`src/hw/i2c_regs_defines.svh`:
```
// filter length, register count, pointer width and i2c address width macros
`ifndef I2C_REGS_DEFINES_SVH
`define I2C_REGS_DEFINES_SVH

// samples a line must hold before the filtered level follows
`define I2C_FILTER_LEN 4

// size of the register bank
`define REG_COUNT 16

// pointer width, log2 of the register count
`define REG_PTR_W 4

// 7-bit addressing only
`define I2C_ADDR_W 7

`endif

```
`src/hw/i2c_regs_pkg.sv`:
```
// vector typedefs and the i2c target state enum
`include "i2c_regs_defines.svh"

package i2c_regs_pkg;

    // one register, also one byte on the bus
    typedef logic [7:0] reg_data_t;

    // register index
    typedef logic [`REG_PTR_W-1:0] reg_ptr_t;

    // device address on the bus
    typedef logic [`I2C_ADDR_W-1:0] i2c_addr_t;

    // byte-level protocol states of the target
    typedef enum logic [2:0] {
        st_idle,
        st_address,
        st_ack,
        st_write_1,
        st_write_2,
        st_read_1,
        st_read_2,
        st_read_3
    } target_state_t;

endpackage

```
`src/hw/i2c_line_filter.sv`:
```
// scl/sda synchronizer, glitch filter, edge and start/stop detector
`include "i2c_regs_defines.svh"

module i2c_line_filter (
    input  logic clk,
    input  logic rst,
    input  logic scl_i,
    input  logic sda_i,
    output logic scl,
    output logic sda,
    output logic scl_rise,
    output logic scl_fall,
    output logic start_cond,
    output logic stop_cond,
    output logic bus_active
);

    // sample history, doubles as the synchronizer
    logic [`I2C_FILTER_LEN-1:0] scl_sr;
    logic [`I2C_FILTER_LEN-1:0] sda_sr;

    // filtered levels one clock back, for edges
    logic scl_q;
    logic sda_q;

    always_ff @(posedge clk) begin
        if (rst) begin
            scl_sr     <= '1;
            sda_sr     <= '1;
            scl        <= 1'b1;
            sda        <= 1'b1;
            scl_q      <= 1'b1;
            sda_q      <= 1'b1;
            scl_rise   <= 1'b0;
            scl_fall   <= 1'b0;
            start_cond <= 1'b0;
            stop_cond  <= 1'b0;
            bus_active <= 1'b0;
        end else begin
            scl_sr <= {scl_sr[`I2C_FILTER_LEN-2:0], scl_i};
            sda_sr <= {sda_sr[`I2C_FILTER_LEN-2:0], sda_i};
            // level moves only when every sample agrees
            if (scl_sr == '1) begin
                scl <= 1'b1;
            end else if (scl_sr == '0) begin
                scl <= 1'b0;
            end
            if (sda_sr == '1) begin
                sda <= 1'b1;
            end else if (sda_sr == '0) begin
                sda <= 1'b0;
            end
            scl_q <= scl;
            sda_q <= sda;
            // single-cycle pulses, one clock after the level
            scl_rise <= scl && !scl_q;
            scl_fall <= !scl && scl_q;
            // sda moving while scl high is a bus condition
            start_cond <= !sda && sda_q && scl;
            stop_cond  <= sda && !sda_q && scl;
            if (start_cond) begin
                bus_active <= 1'b1;
            end else if (stop_cond) begin
                bus_active <= 1'b0;
            end
        end
    end

endmodule

```
`src/hw/i2c_reg_ctrl.sv`:
```
// register pointer logic mapping the i2c byte stream onto register accesses
`include "i2c_regs_defines.svh"

module i2c_reg_ctrl (
    input  logic                    clk,
    input  logic                    rst,
    input  i2c_regs_pkg::reg_data_t rx_data,
    input  logic                    rx_valid,
    input  logic                    rx_last,
    input  logic                    tx_ready,
    input  i2c_regs_pkg::reg_data_t i2c_rdata,
    output logic                    rx_ready,
    output i2c_regs_pkg::reg_data_t tx_data,
    output logic                    tx_valid,
    output logic                    i2c_we,
    output i2c_regs_pkg::reg_ptr_t  i2c_ptr,
    output i2c_regs_pkg::reg_data_t i2c_wdata
);

    // high from the first clock after reset
    logic run_q;
    // next rx byte is a pointer byte
    logic first_byte;
    logic rx_xfer;
    logic tx_xfer;
    i2c_regs_pkg::reg_ptr_t ptr_inc;

    assign rx_ready = run_q;
    assign tx_valid = run_q;
    assign rx_xfer  = rx_valid && rx_ready;
    assign tx_xfer  = tx_valid && tx_ready;

    // read data straight from the bank at the pointer
    assign tx_data = i2c_rdata;

    // wrap at the top of the bank
    assign ptr_inc = (i2c_ptr == i2c_regs_pkg::reg_ptr_t'(`REG_COUNT - 1)) ?
        '0 : i2c_ptr + 1'b1;

    always_ff @(posedge clk) begin
        if (rst) begin
            run_q      <= 1'b0;
            first_byte <= 1'b1;
            i2c_we     <= 1'b0;
            i2c_ptr    <= '0;
        end else begin
            run_q  <= 1'b1;
            i2c_we <= rx_xfer && !first_byte;
            if (rx_xfer) begin
                // last byte of a write rearms the pointer load
                first_byte <= rx_last;
            end
            if (rx_xfer && first_byte) begin
                i2c_ptr <= rx_data[`REG_PTR_W-1:0];
            end else if (i2c_we || tx_xfer) begin
                // step along with the write landing or the byte sent
                i2c_ptr <= ptr_inc;
            end
        end
    end

    // write payload
    always_ff @(posedge clk) begin
        if (rx_xfer) begin
            i2c_wdata <= rx_data;
        end
    end

endmodule

```
`src/hw/i2c_reg_top.sv`:
```
// top level connecting line filter, i2c target, register controller and bank
module i2c_reg_top (
    input  logic                     clk,
    input  logic                     rst,
    input  logic                     scl_i,
    input  logic                     sda_i,
    output logic                     scl_o,
    output logic                     sda_o,
    input  i2c_regs_pkg::i2c_addr_t  device_address,
    input  logic                     wb_cyc,
    input  logic                     wb_stb,
    input  logic                     wb_we,
    input  i2c_regs_pkg::reg_ptr_t   wb_adr,
    input  i2c_regs_pkg::reg_data_t  wb_dat_w,
    output i2c_regs_pkg::reg_data_t  wb_dat_r,
    output logic                     wb_ack,
    output logic                     busy,
    output logic                     bus_active
);

    // filtered lines and events
    logic scl, sda, scl_rise, scl_fall, start_cond, stop_cond;

    // byte streams
    i2c_regs_pkg::reg_data_t rx_data, tx_data;
    logic rx_valid, rx_ready, rx_last, tx_valid, tx_ready;

    // register access
    logic i2c_we;
    i2c_regs_pkg::reg_ptr_t i2c_ptr;
    i2c_regs_pkg::reg_data_t i2c_wdata, i2c_rdata;

    i2c_line_filter u_filter (
        .clk(clk), .rst(rst), .scl_i(scl_i), .sda_i(sda_i),
        .scl(scl), .sda(sda), .scl_rise(scl_rise), .scl_fall(scl_fall),
        .start_cond(start_cond), .stop_cond(stop_cond), .bus_active(bus_active)
    );

    i2c_target u_target (
        .clk(clk), .rst(rst), .scl(scl), .sda(sda),
        .scl_rise(scl_rise), .scl_fall(scl_fall),
        .start_cond(start_cond), .stop_cond(stop_cond),
        .device_address(device_address), .rx_ready(rx_ready),
        .tx_data(tx_data), .tx_valid(tx_valid),
        .scl_o(scl_o), .sda_o(sda_o), .rx_data(rx_data), .rx_valid(rx_valid),
        .rx_last(rx_last), .tx_ready(tx_ready), .busy(busy)
    );

    i2c_reg_ctrl u_ctrl (
        .clk(clk), .rst(rst), .rx_data(rx_data), .rx_valid(rx_valid),
        .rx_last(rx_last), .tx_ready(tx_ready), .i2c_rdata(i2c_rdata),
        .rx_ready(rx_ready), .tx_data(tx_data), .tx_valid(tx_valid),
        .i2c_we(i2c_we), .i2c_ptr(i2c_ptr), .i2c_wdata(i2c_wdata)
    );

    reg_bank u_bank (
        .clk(clk), .rst(rst), .i2c_we(i2c_we), .i2c_ptr(i2c_ptr),
        .i2c_wdata(i2c_wdata), .wb_cyc(wb_cyc), .wb_stb(wb_stb), .wb_we(wb_we),
        .wb_adr(wb_adr), .wb_dat_w(wb_dat_w), .i2c_rdata(i2c_rdata),
        .wb_dat_r(wb_dat_r), .wb_ack(wb_ack)
    );

endmodule

```
`src/hw/i2c_target.sv`:
```
// i2c target protocol engine with clock stretching and delayed-last rx stream
module i2c_target (
    input  logic                   clk,
    input  logic                   rst,
    input  logic                   scl,
    input  logic                   sda,
    input  logic                   scl_rise,
    input  logic                   scl_fall,
    input  logic                   start_cond,
    input  logic                   stop_cond,
    input  i2c_regs_pkg::i2c_addr_t device_address,
    input  logic                   rx_ready,
    input  i2c_regs_pkg::reg_data_t tx_data,
    input  logic                   tx_valid,
    output logic                   scl_o,
    output logic                   sda_o,
    output i2c_regs_pkg::reg_data_t rx_data,
    output logic                   rx_valid,
    output logic                   rx_last,
    output logic                   tx_ready,
    output logic                   busy
);

    i2c_regs_pkg::target_state_t state_q, state_d;

    // shift register, address then data
    i2c_regs_pkg::reg_data_t data_q, data_d;
    i2c_regs_pkg::reg_data_t rx_data_q, rx_data_d;

    // data_q holds a full byte
    logic data_valid_q, data_valid_d;
    // rx_data_q holds a byte not yet released
    logic out_valid_q, out_valid_d;
    logic mode_read_q, mode_read_d;
    logic [2:0] bit_cnt_q, bit_cnt_d;
    logic tx_ready_q, tx_ready_d;
    logic rx_valid_q, rx_valid_d;
    logic rx_last_q, rx_last_d;
    logic scl_o_q, scl_o_d;
    logic sda_o_q, sda_o_d;

    // scl fell, or we hold it low and can act now
    logic low_phase;

    assign low_phase = scl_fall || (!scl_o_q && !scl);

    assign scl_o    = scl_o_q;
    assign sda_o    = sda_o_q;
    assign rx_data  = rx_data_q;
    assign rx_valid = rx_valid_q;
    assign rx_last  = rx_last_q;
    assign tx_ready = tx_ready_q;
    assign busy     = (state_q != i2c_regs_pkg::st_idle);

    always_comb begin
        state_d      = state_q;
        data_d       = data_q;
        rx_data_d    = rx_data_q;
        data_valid_d = data_valid_q;
        out_valid_d  = out_valid_q;
        mode_read_d  = mode_read_q;
        bit_cnt_d    = bit_cnt_q;
        tx_ready_d   = 1'b0;
        // valid drops only on a transfer
        rx_valid_d   = rx_valid_q && !rx_ready;
        rx_last_d    = rx_last_q;
        scl_o_d      = scl_o_q;
        sda_o_d      = sda_o_q;

        if (start_cond || stop_cond) begin
            // transaction ends, held byte goes out as the last one
            scl_o_d      = 1'b1;
            sda_o_d      = 1'b1;
            data_valid_d = 1'b0;
            out_valid_d  = 1'b0;
            rx_last_d    = 1'b1;
            rx_valid_d   = rx_valid_d || out_valid_q;
            bit_cnt_d    = 3'd7;
            state_d      = start_cond ? i2c_regs_pkg::st_address : i2c_regs_pkg::st_idle;
        end else begin
            case (state_q)
                i2c_regs_pkg::st_idle: begin
                    scl_o_d      = 1'b1;
                    sda_o_d      = 1'b1;
                    data_valid_d = 1'b0;
                    out_valid_d  = 1'b0;
                end
                i2c_regs_pkg::st_address: begin
                    scl_o_d = 1'b1;
                    sda_o_d = 1'b1;
                    if (scl_rise) begin
                        if (bit_cnt_q != 3'd0) begin
                            bit_cnt_d = bit_cnt_q - 3'd1;
                            data_d    = {data_q[6:0], sda};
                        end else if (data_q[6:0] == device_address) begin
                            // eighth bit is r/w
                            mode_read_d = sda;
                            state_d     = i2c_regs_pkg::st_ack;
                        end else begin
                            // not ours, stay off the bus
                            state_d = i2c_regs_pkg::st_idle;
                        end
                    end
                end
                i2c_regs_pkg::st_ack: begin
                    // pull sda for the ack clock
                    if (scl_fall) begin
                        sda_o_d   = 1'b0;
                        bit_cnt_d = 3'd7;
                        if (mode_read_q) begin
                            tx_ready_d   = 1'b1;
                            data_valid_d = 1'b0;
                            state_d      = i2c_regs_pkg::st_read_1;
                        end else begin
                            state_d = i2c_regs_pkg::st_write_1;
                        end
                    end
                end
                i2c_regs_pkg::st_write_1: begin
                    if (low_phase) begin
                        sda_o_d = 1'b1;
                        if (rx_valid_q && !rx_ready) begin
                            // output still occupied
                            scl_o_d = 1'b0;
                        end else begin
                            scl_o_d = 1'b1;
                            // park the byte, released once the next one completes
                            if (data_valid_q) begin
                                rx_data_d = data_q;
                                rx_last_d = 1'b0;
                            end
                            out_valid_d  = data_valid_q;
                            data_valid_d = 1'b0;
                            state_d      = i2c_regs_pkg::st_write_2;
                        end
                    end
                end
                i2c_regs_pkg::st_write_2: begin
                    if (scl_rise) begin
                        data_d = {data_q[6:0], sda};
                        if (bit_cnt_q != 3'd0) begin
                            bit_cnt_d = bit_cnt_q - 3'd1;
                        end else begin
                            // another byte came, so the parked one was not last
                            rx_valid_d   = rx_valid_d || out_valid_q;
                            out_valid_d  = 1'b0;
                            data_valid_d = 1'b1;
                            state_d      = i2c_regs_pkg::st_ack;
                        end
                    end
                end
                i2c_regs_pkg::st_read_1: begin
                    if (tx_ready_q && tx_valid) begin
                        data_d       = tx_data;
                        data_valid_d = 1'b1;
                    end else begin
                        tx_ready_d = !data_valid_q;
                    end
                    if (low_phase) begin
                        if (!data_valid_q) begin
                            // no byte yet, hold scl
                            scl_o_d = 1'b0;
                        end else begin
                            // msb first
                            scl_o_d = 1'b1;
                            sda_o_d = data_q[7];
                            data_d  = {data_q[6:0], 1'b0};
                            if (bit_cnt_q != 3'd0) begin
                                bit_cnt_d = bit_cnt_q - 3'd1;
                            end else begin
                                state_d = i2c_regs_pkg::st_read_2;
                            end
                        end
                    end
                end
                i2c_regs_pkg::st_read_2: begin
                    // free sda for the controller ack
                    if (scl_fall) begin
                        sda_o_d = 1'b1;
                        state_d = i2c_regs_pkg::st_read_3;
                    end
                end
                i2c_regs_pkg::st_read_3: begin
                    if (scl_rise) begin
                        if (sda) begin
                            // nack ends the read
                            state_d = i2c_regs_pkg::st_idle;
                        end else begin
                            bit_cnt_d    = 3'd7;
                            tx_ready_d   = 1'b1;
                            data_valid_d = 1'b0;
                            state_d      = i2c_regs_pkg::st_read_1;
                        end
                    end
                end
                default: begin
                    state_d = i2c_regs_pkg::st_idle;
                end
            endcase
        end
    end

    always_ff @(posedge clk) begin
        if (rst) begin
            state_q      <= i2c_regs_pkg::st_idle;
            data_valid_q <= 1'b0;
            out_valid_q  <= 1'b0;
            mode_read_q  <= 1'b0;
            bit_cnt_q    <= 3'd0;
            tx_ready_q   <= 1'b0;
            rx_valid_q   <= 1'b0;
            rx_last_q    <= 1'b0;
            scl_o_q      <= 1'b1;
            sda_o_q      <= 1'b1;
        end else begin
            state_q      <= state_d;
            data_valid_q <= data_valid_d;
            out_valid_q  <= out_valid_d;
            mode_read_q  <= mode_read_d;
            bit_cnt_q    <= bit_cnt_d;
            tx_ready_q   <= tx_ready_d;
            rx_valid_q   <= rx_valid_d;
            rx_last_q    <= rx_last_d;
            scl_o_q      <= scl_o_d;
            sda_o_q      <= sda_o_d;
        end
    end

    // byte payload
    always_ff @(posedge clk) begin
        data_q    <= data_d;
        rx_data_q <= rx_data_d;
    end

endmodule

```
`src/hw/reg_bank.sv`:
```
// register file with an i2c-side port and a wishbone classic host port
`include "i2c_regs_defines.svh"

module reg_bank (
    input  logic                    clk,
    input  logic                    rst,
    input  logic                    i2c_we,
    input  i2c_regs_pkg::reg_ptr_t  i2c_ptr,
    input  i2c_regs_pkg::reg_data_t i2c_wdata,
    input  logic                    wb_cyc,
    input  logic                    wb_stb,
    input  logic                    wb_we,
    input  i2c_regs_pkg::reg_ptr_t  wb_adr,
    input  i2c_regs_pkg::reg_data_t wb_dat_w,
    output i2c_regs_pkg::reg_data_t i2c_rdata,
    output i2c_regs_pkg::reg_data_t wb_dat_r,
    output logic                    wb_ack
);

    i2c_regs_pkg::reg_data_t regs [`REG_COUNT];

    // new request, not the one already being acked
    logic wb_req;

    assign wb_req = wb_cyc && wb_stb && !wb_ack;

    // i2c side reads combinationally
    assign i2c_rdata = regs[i2c_ptr];

    always_ff @(posedge clk) begin
        if (rst) begin
            for (int i = 0; i < `REG_COUNT; i++) begin
                regs[i] <= '0;
            end
            wb_ack <= 1'b0;
        end else begin
            wb_ack <= wb_req;
            if (i2c_we) begin
                regs[i2c_ptr] <= i2c_wdata;
            end
            // host write comes second so it wins a collision
            if (wb_req && wb_we) begin
                regs[wb_adr] <= wb_dat_w;
            end
        end
    end

    // read data, valid alongside ack
    always_ff @(posedge clk) begin
        if (wb_req) begin
            wb_dat_r <= regs[wb_adr];
        end
    end

endmodule

```
`config.mk`:
```
export PLATFORM = sky130hd
export DESIGN_NAME = i2c_reg_top
export DESIGN_NICKNAME = d
export VERILOG_FILES = /design/src/hw/i2c_regs_pkg.sv /design/src/hw/i2c_line_filter.sv /design/src/hw/i2c_reg_ctrl.sv /design/src/hw/i2c_reg_top.sv /design/src/hw/i2c_target.sv /design/src/hw/reg_bank.sv
export VERILOG_INCLUDE_DIRS = /design/src /design/src/hw
export SDC_FILE = /design/constraint.sdc
export NUM_CORES = 1
export LEC_CHECK = 0
export BUFFER_PORTS_ARGS = -buffer_cell sky130_fd_sc_hd__buf_2
export CAP_MARGIN = 20
export CORE_MARGIN = 2
export CORE_UTILIZATION = 38
export DETAILED_ROUTE_END_ITERATION = 12
export GPL_TIMING_DRIVEN = 1
export PLACE_DENSITY_LB_ADDON = 0.05
export SLEW_MARGIN = 15
export SYNTH_ARGS = -nofsm -noshare
export SYNTH_HDL_FRONTEND = slang
export SYNTH_SLANG_ARGS = --single-unit
```
`constraint.sdc`:
```
create_clock -name clk -period 3.3 [get_ports clk]
set_input_delay 0 -clock clk [delete_from_list [all_inputs] [get_ports clk]]
set_output_delay 0 -clock clk [all_outputs]
set_load 0.02 [all_outputs]
```
# ---- Word level (Yosys, flattened, before mapping)
# Memories as Yosys holds them, arrays and structs flattened. A register that Yosys moved wholly into a read port is not among the register bits.
# Index checks and enable logic that the tools add are counted.
dict set report classes {
  muxes 96
  magnitude_cmp 0
  add_sub_neg 2
  div_mod_pow 0
  eq_ne 40
  n_shift 0
  mul 0
  reduce_logical 62
  n_bitwise 3
}
# cell n
set ops {}
lappend ops {{2-to-1 mux 3 bit} 22}
lappend ops {{2-to-1 mux 8 bit} 8}
lappend ops {{2-to-1 mux 1 bit} 50}
lappend ops {{!= test 3 x 2 -> 1 bit (second input constant)} 10}
lappend ops {{2-to-1 mux 4 bit} 7}
lappend ops {{case mux 8 bit (3 select lines)} 1}
lappend ops {{case mux 3 bit (7 select lines)} 1}
lappend ops {{AND reduction 5 bit} 4}
lappend ops {{!= test 2 bit (second input constant)} 8}
lappend ops {{OR reduction 8 bit} 2}
lappend ops {{logical AND 1 bit} 15}
lappend ops {{nonzero test 3 bit} 5}
lappend ops {{!= test 2 x 1 -> 1 bit (second input constant)} 7}
lappend ops {{AND reduction 13 bit} 1}
lappend ops {{equality test 3 bit (second input constant)} 4}
lappend ops {{equality test 4 bit (second input constant)} 3}
lappend ops {{!= test 3 x 1 -> 1 bit (second input constant)} 4}
lappend ops {{case mux 3 bit (4 select lines)} 1}
lappend ops {{AND reduction 10 bit} 1}
lappend ops {{nonzero test 2 bit} 5}
lappend ops {{nonzero test 5 bit} 2}
lappend ops {{OR reduction 2 bit} 5}
lappend ops {{zero test 1 bit} 9}
lappend ops {{case mux 1 bit (3 select lines)} 3}
lappend ops {{other kinds (18)} 25}
dict set report totals {
  rom_bits 0
  reg_bits 63
  latch_bits 0
  mem_count 1
  out_inout_bits 13
  ramBits 128
}
# memory words word_bits rd rd_ports_with_merged_regs wr line_no
set mem_list {}
lappend mem_list {u_bank.regs 16 8 2 2 16 reg_bank.sv:20} ;# i2c_regs_pkg::reg_data_t regs [`REG_COUNT];

# ---- Longest topological paths before layout
dict set report logic_depth {
  ltp_word 8
  mapped_depth 8
}

# ---- By module
# Synthesis repeated with hierarchy kept, for this count alone.
dict set report hier_totals {
  hier_cells 949
  hier_area_um2 11917.7
}
# module n_inst area_per_inst_um2 seq_area_each_um2 cells_per_inst
set by_module_without_submodules {}
lappend by_module_without_submodules {reg_bank 1 8922.3 4103.9 657}
lappend by_module_without_submodules {i2c_target 1 1853.0 760.7 196}
lappend by_module_without_submodules {i2c_reg_ctrl 1 613.1 380.4 53}
lappend by_module_without_submodules {i2c_line_filter 1 529.3 340.3 43}

# ---- Worst setup path after synthesis
# No wires, ideal clock.
dict set report synth_timing {
  path_kind {register to register}
  start {register with a tool-made name}
  end {register u_target.data_q[1], data pin}
  required_time_ps 3026
  path_buffers 2
  arrival_ps 1768
  slack_ps 1258
  path_stages_with_launch 7
  path_cell_list {dfxtp_1 buf_2 buf_2 mux4_2 mux2_2 o211ai_1 a31oi_1}
}
# item line_no
set synth_rtl {}
lappend synth_rtl {{to (signal assigned)} i2c_target.sv:231} ;# data_q <= data_d;
lappend synth_rtl {{to (decl)} i2c_target.sv:27} ;# i2c_regs_pkg::reg_data_t data_q, data_d;

==> results.md <==
- The flow ran to the end, and the final reports show no timing, DRC or antenna violations.
- The starting density of the core is 38.7%.
- Once placement completed, the tool counted placed cells totaling roughly 1.4k.
- The leakage power total is 4.13 nW.
- Among all stages on the critical path, the largest delay is contributed by sky130_fd_sc_hd__or4_1.
- The wire-length estimate of the detail-placed layout is around 27 mm.
- The final wirelength is between 30 and 40 mm.
- Clock tree synthesis inserted a total of 24 buffers.
- VDD sags by at most about 0.34 mV.
- The total vias in the final route is about 8.5k.
- Setup violations remaining at the end of the flow were counted as 0.
- The worst clock skew is around 0.023 ns.
- The category of the most critical setup path is reg2reg.
- The clock tree from TritonCTS is built.
- The kind of end point of the critical path is a register.
- The number of distinct library cells after synthesis is 66.
- The number of buffers inserted by post-CTS setup repair is 0.
- The post-cts sizing count is 0.
- The number of antenna diodes in the final layout is 0.
- CTS built an H-tree with a depth of 1.
- For this run, the post-layout net count is 1097.
- Setup repair after global routing left no endpoint under its margin.
- The count of buffers added on input and output ports is 38.
- In the final layout, the share of cells above drive strength 1 is 19.7%.
- The synthesis-to-finish area growth is 12.6%.
- The total global-route track usage is between 20% and 30%.
- The first global-routing pass estimated 57.1 mm of wire.
- The post-layout instance count excluding filler cells is 1467.
- The most used flip-flop cell after synthesis is sky130_fd_sc_hd__edfxtp_1.
- Yosys printed 0 warnings.
- The clock passes through at most 3 buffers.
- The power per cell area is 461 mW/mm2.
- The largest net degree at the start of global routing is 27.
- Broken down by cell family, the worst path's largest delay share belongs to simple AND/OR/NAND/NOR gates.
- The root cell of the clock tree is sky130_fd_sc_hd__clkbuf_16.
- Buffers inserted to repair hold after CTS numbered 6.
- The congestion estimate from routability-driven global placement came to between 0.8 and 0.9.
- Of the available clock period, the critical path in the final layout requires between 70% and 80%.
- Combinational logic burns under 10% of the power.
- The number of enable-type register cells in the synthesized netlist is between 150 and 200.
- The clock slew seen by the registers of the worst setup and hold paths is ~0.060 ns.
- At the pin with the least slew margin, the transition time is 1.05 ns.
- Before CTS, the worst setup slack after placement is 0.878 ns.
- The hold violation total from the final report was 0.
- After floorplanning, the core was sized to cover 0.0288 mm2.
- The detailed router finished its first iteration with 970 violations.
- The tool flagged a number of max-cap violations equal to 0.
- The cell-internal power is 0.00441 W.
- The count of pins over their slew limit is 0.
- The core occupancy in the finished layout is 43.6%.
- The detail-routed via count per cell is ~5.8.
- Based on the critical path, the design can be clocked at up to about 420 MHz.
- The total stage count of the critical path is 4.
- The type of the tightest min-delay check is in2reg.
- For this design, the sink count on the clock tree is roughly 200.
- The worst pin sits at a relative slew slack of between 20% and 30%.
- The minimum setup slack in the final design is between 0.8 and 0.9 ns.
- In this run switching power makes up a little under a quarter of total power.
- The die covers between 0.03 and 0.04 mm2.
- Counting every net in the synthesized netlist gives roughly 1.1k.
- The first-pass iteration count of the detailed router is 5.
- Along the worst path, the maximum fanout reaches 17.
- Counting cells, the worst reg-to-reg path comes to 4.
- The longest individual stage delay on the worst path is a little under 0.6 ns.
- The clock period could shrink to around 2.4 ns.
- The post-synthesis instance area is 0.0111 mm2.
- Global routing finished with a remaining overflow of 0.
- The post-synthesis cell count is 1039.
- The average wire per cell in the routed design is between 20 and 30 um.
- In this run the remaining antenna-violating nets after routing total 0.
- The clock network accounts for 44.3% of the total power.
- The register bit count reported by yosys is around 200.
- A synthesized cell averages between 10 and 15 um2.
- The share of async-settable or async-resettable flops after synthesis is 0%.
- The startpoint class of the critical path is a register.
- For this design the total switching power over the nets is roughly 0.0014 W.
- The vertical extent of the die is 175 um.
- The number of rows in the core area is 62.
- The initial antenna violation count was 0.
- The top-level port count is 39.
- Traced cell by cell, the critical path runs through nand3b_1 -> or4_1 -> nor2_2 -> or3_1.
- After routing, the total negative slack on setup checks comes to 0 ns.
- Counting both buffers and inverters, the worst setup path holds a total of 0.
- The clock network latency to the later pin of the worst-skew pair is approximately 0.54 ns.
- The tightest hold path in the finished design has a slack of approximately 0.035 ns.
- The detailed-route DRC error count is 0.
- The share of total power dissipated in sequential elements is roughly 50%.
- The die width is between 150 and 200 um.
- The share of synthesized area occupied by flip-flops and latches is between 50% and 60%.
- The count of cells along the worst hold path is 3.
- The number of global-route vias before repair was about 8.3k.
- The arrival time reported for the critical path endpoint is 2.60 ns.
- For the worst setup path, the data required time is ~3.5 ns.
==> cells in the mapped netlist (all sizes together), types with 12 or more instances <==
master  instances  area share (%)
nand2         233             7.9
edfxtp        160              43
o21ai         141             6.3
mux4           72              15
nor2           55             1.9
clkbuf         50             1.7
dfxtp          43             7.7
nand3          43             1.9
buf            33             1.6
nor3           20            0.99
a21oi          19            0.89
inv            19            0.64
or3            17            0.95
or2            13            0.78
mux2i          12             1.1
==> flip-flops by register name, indices dropped and copies added, names as in the netlist, 3 cells and up, named ones only <==
| signal | cells |
|---|---|
| u_bank.wb_dat_r | 8 |
| u_filter.sda_sr | 4 |
| u_target.rx_data | 8 |
| u_target.data_q | 8 |
| u_bank.regs | 128 |
| u_filter.scl_sr | 4 |
| u_target.bit_cnt_q | 3 |
| u_ctrl.i2c_wdata | 8 |
| u_target.state_q | 3 |
| u_ctrl.i2c_ptr | 4 |
==> metrics by stage <==
step	instance area [um2]	total power [W]
finish	12500	0.00578
global route	12500	0.00592
CTS	12500	0.00581
detailed placement	11700	0.00327
global placement	11700	0.00327
floorplan	11100	0.00311
==> layer usage <==
metal	wire length, um	track usage [%]	vias up
met4	1090	7.15	0
met2	18600	42.3	324
met1	16600	35.6	4228
met3	2250	2.70	60
li1	-	-	3890
met5	0	0	-
==> worst min-delay path: stages <==
cell and delay (ns):
sky130_fd_sc_hd__buf_2 0.24, sky130_fd_sc_hd__nand2_1 0.10, sky130_fd_sc_hd__o21ai_1 0.05
==> placed cells by master, fill, tap and decap left out, drive strengths merged, types with 8 or more instances in the layout <==
master / instances
nor2: 55
buf: 77
nand2: 233
clkbuf: 34
nand3: 43
xnor2: 8
a21oi: 19
or2: 13
mux2i: 12
nor3: 20
mux4: 72
edfxtp: 160
or3: 17
inv: 19
o21ai: 141
dfxtp: 43
clkinv: 13
a31oi: 11
==> area by class of cell <==
cell class / instances / area, um2
tap: 384 / 480
clock buffer: 34 / 689
sequential: 203 / 5670
timing repair buffer: 83 / 556
inverter: 22 / 82.6
clock inverter: 10 / 48.8
fill: 2732 / 16200
multi-input combinational: 731 / 5020
==> power groups by stage <==
stage	Combinational, W	Clock [W]	Sequential (W)
after floorplan	0.000203	0	0.00290
after global placement	0.000330	0	0.00294
after detailed placement	0.000331	0	0.00293
after CTS	0.000337	0.00259	0.00288
after global routing	0.000358	0.00268	0.00289
final	0.000338	0.00256	0.00288
==> cell families after synthesis <==
logic type / synth area share (%)
AOI/OAI and AO/OA: 10.6
buffers and inverters: 4.04
DFF: 50.9
adders and majority gates: 0.674
xor gates and xnor gates: 0.708
and+or+nand+nor: 16.9
muxes: 16.2
==> path summary, 6_finish.rpt <==
check | endpoint | slack [ns] | startpoint
worst min register to register | u_filter.stop_cond | 0.41 | u_filter.sda_q
worst min-delay path | u_bank.regs[1][6] | 0.03 | wb_dat_w[6]
worst max-delay path | u_bank.regs[10][4] | 0.90 | u_bank.wb_ack
worst max register to register | u_bank.regs[10][4] | 0.90 | u_bank.wb_ack
(Power assumes the default switching activity.)
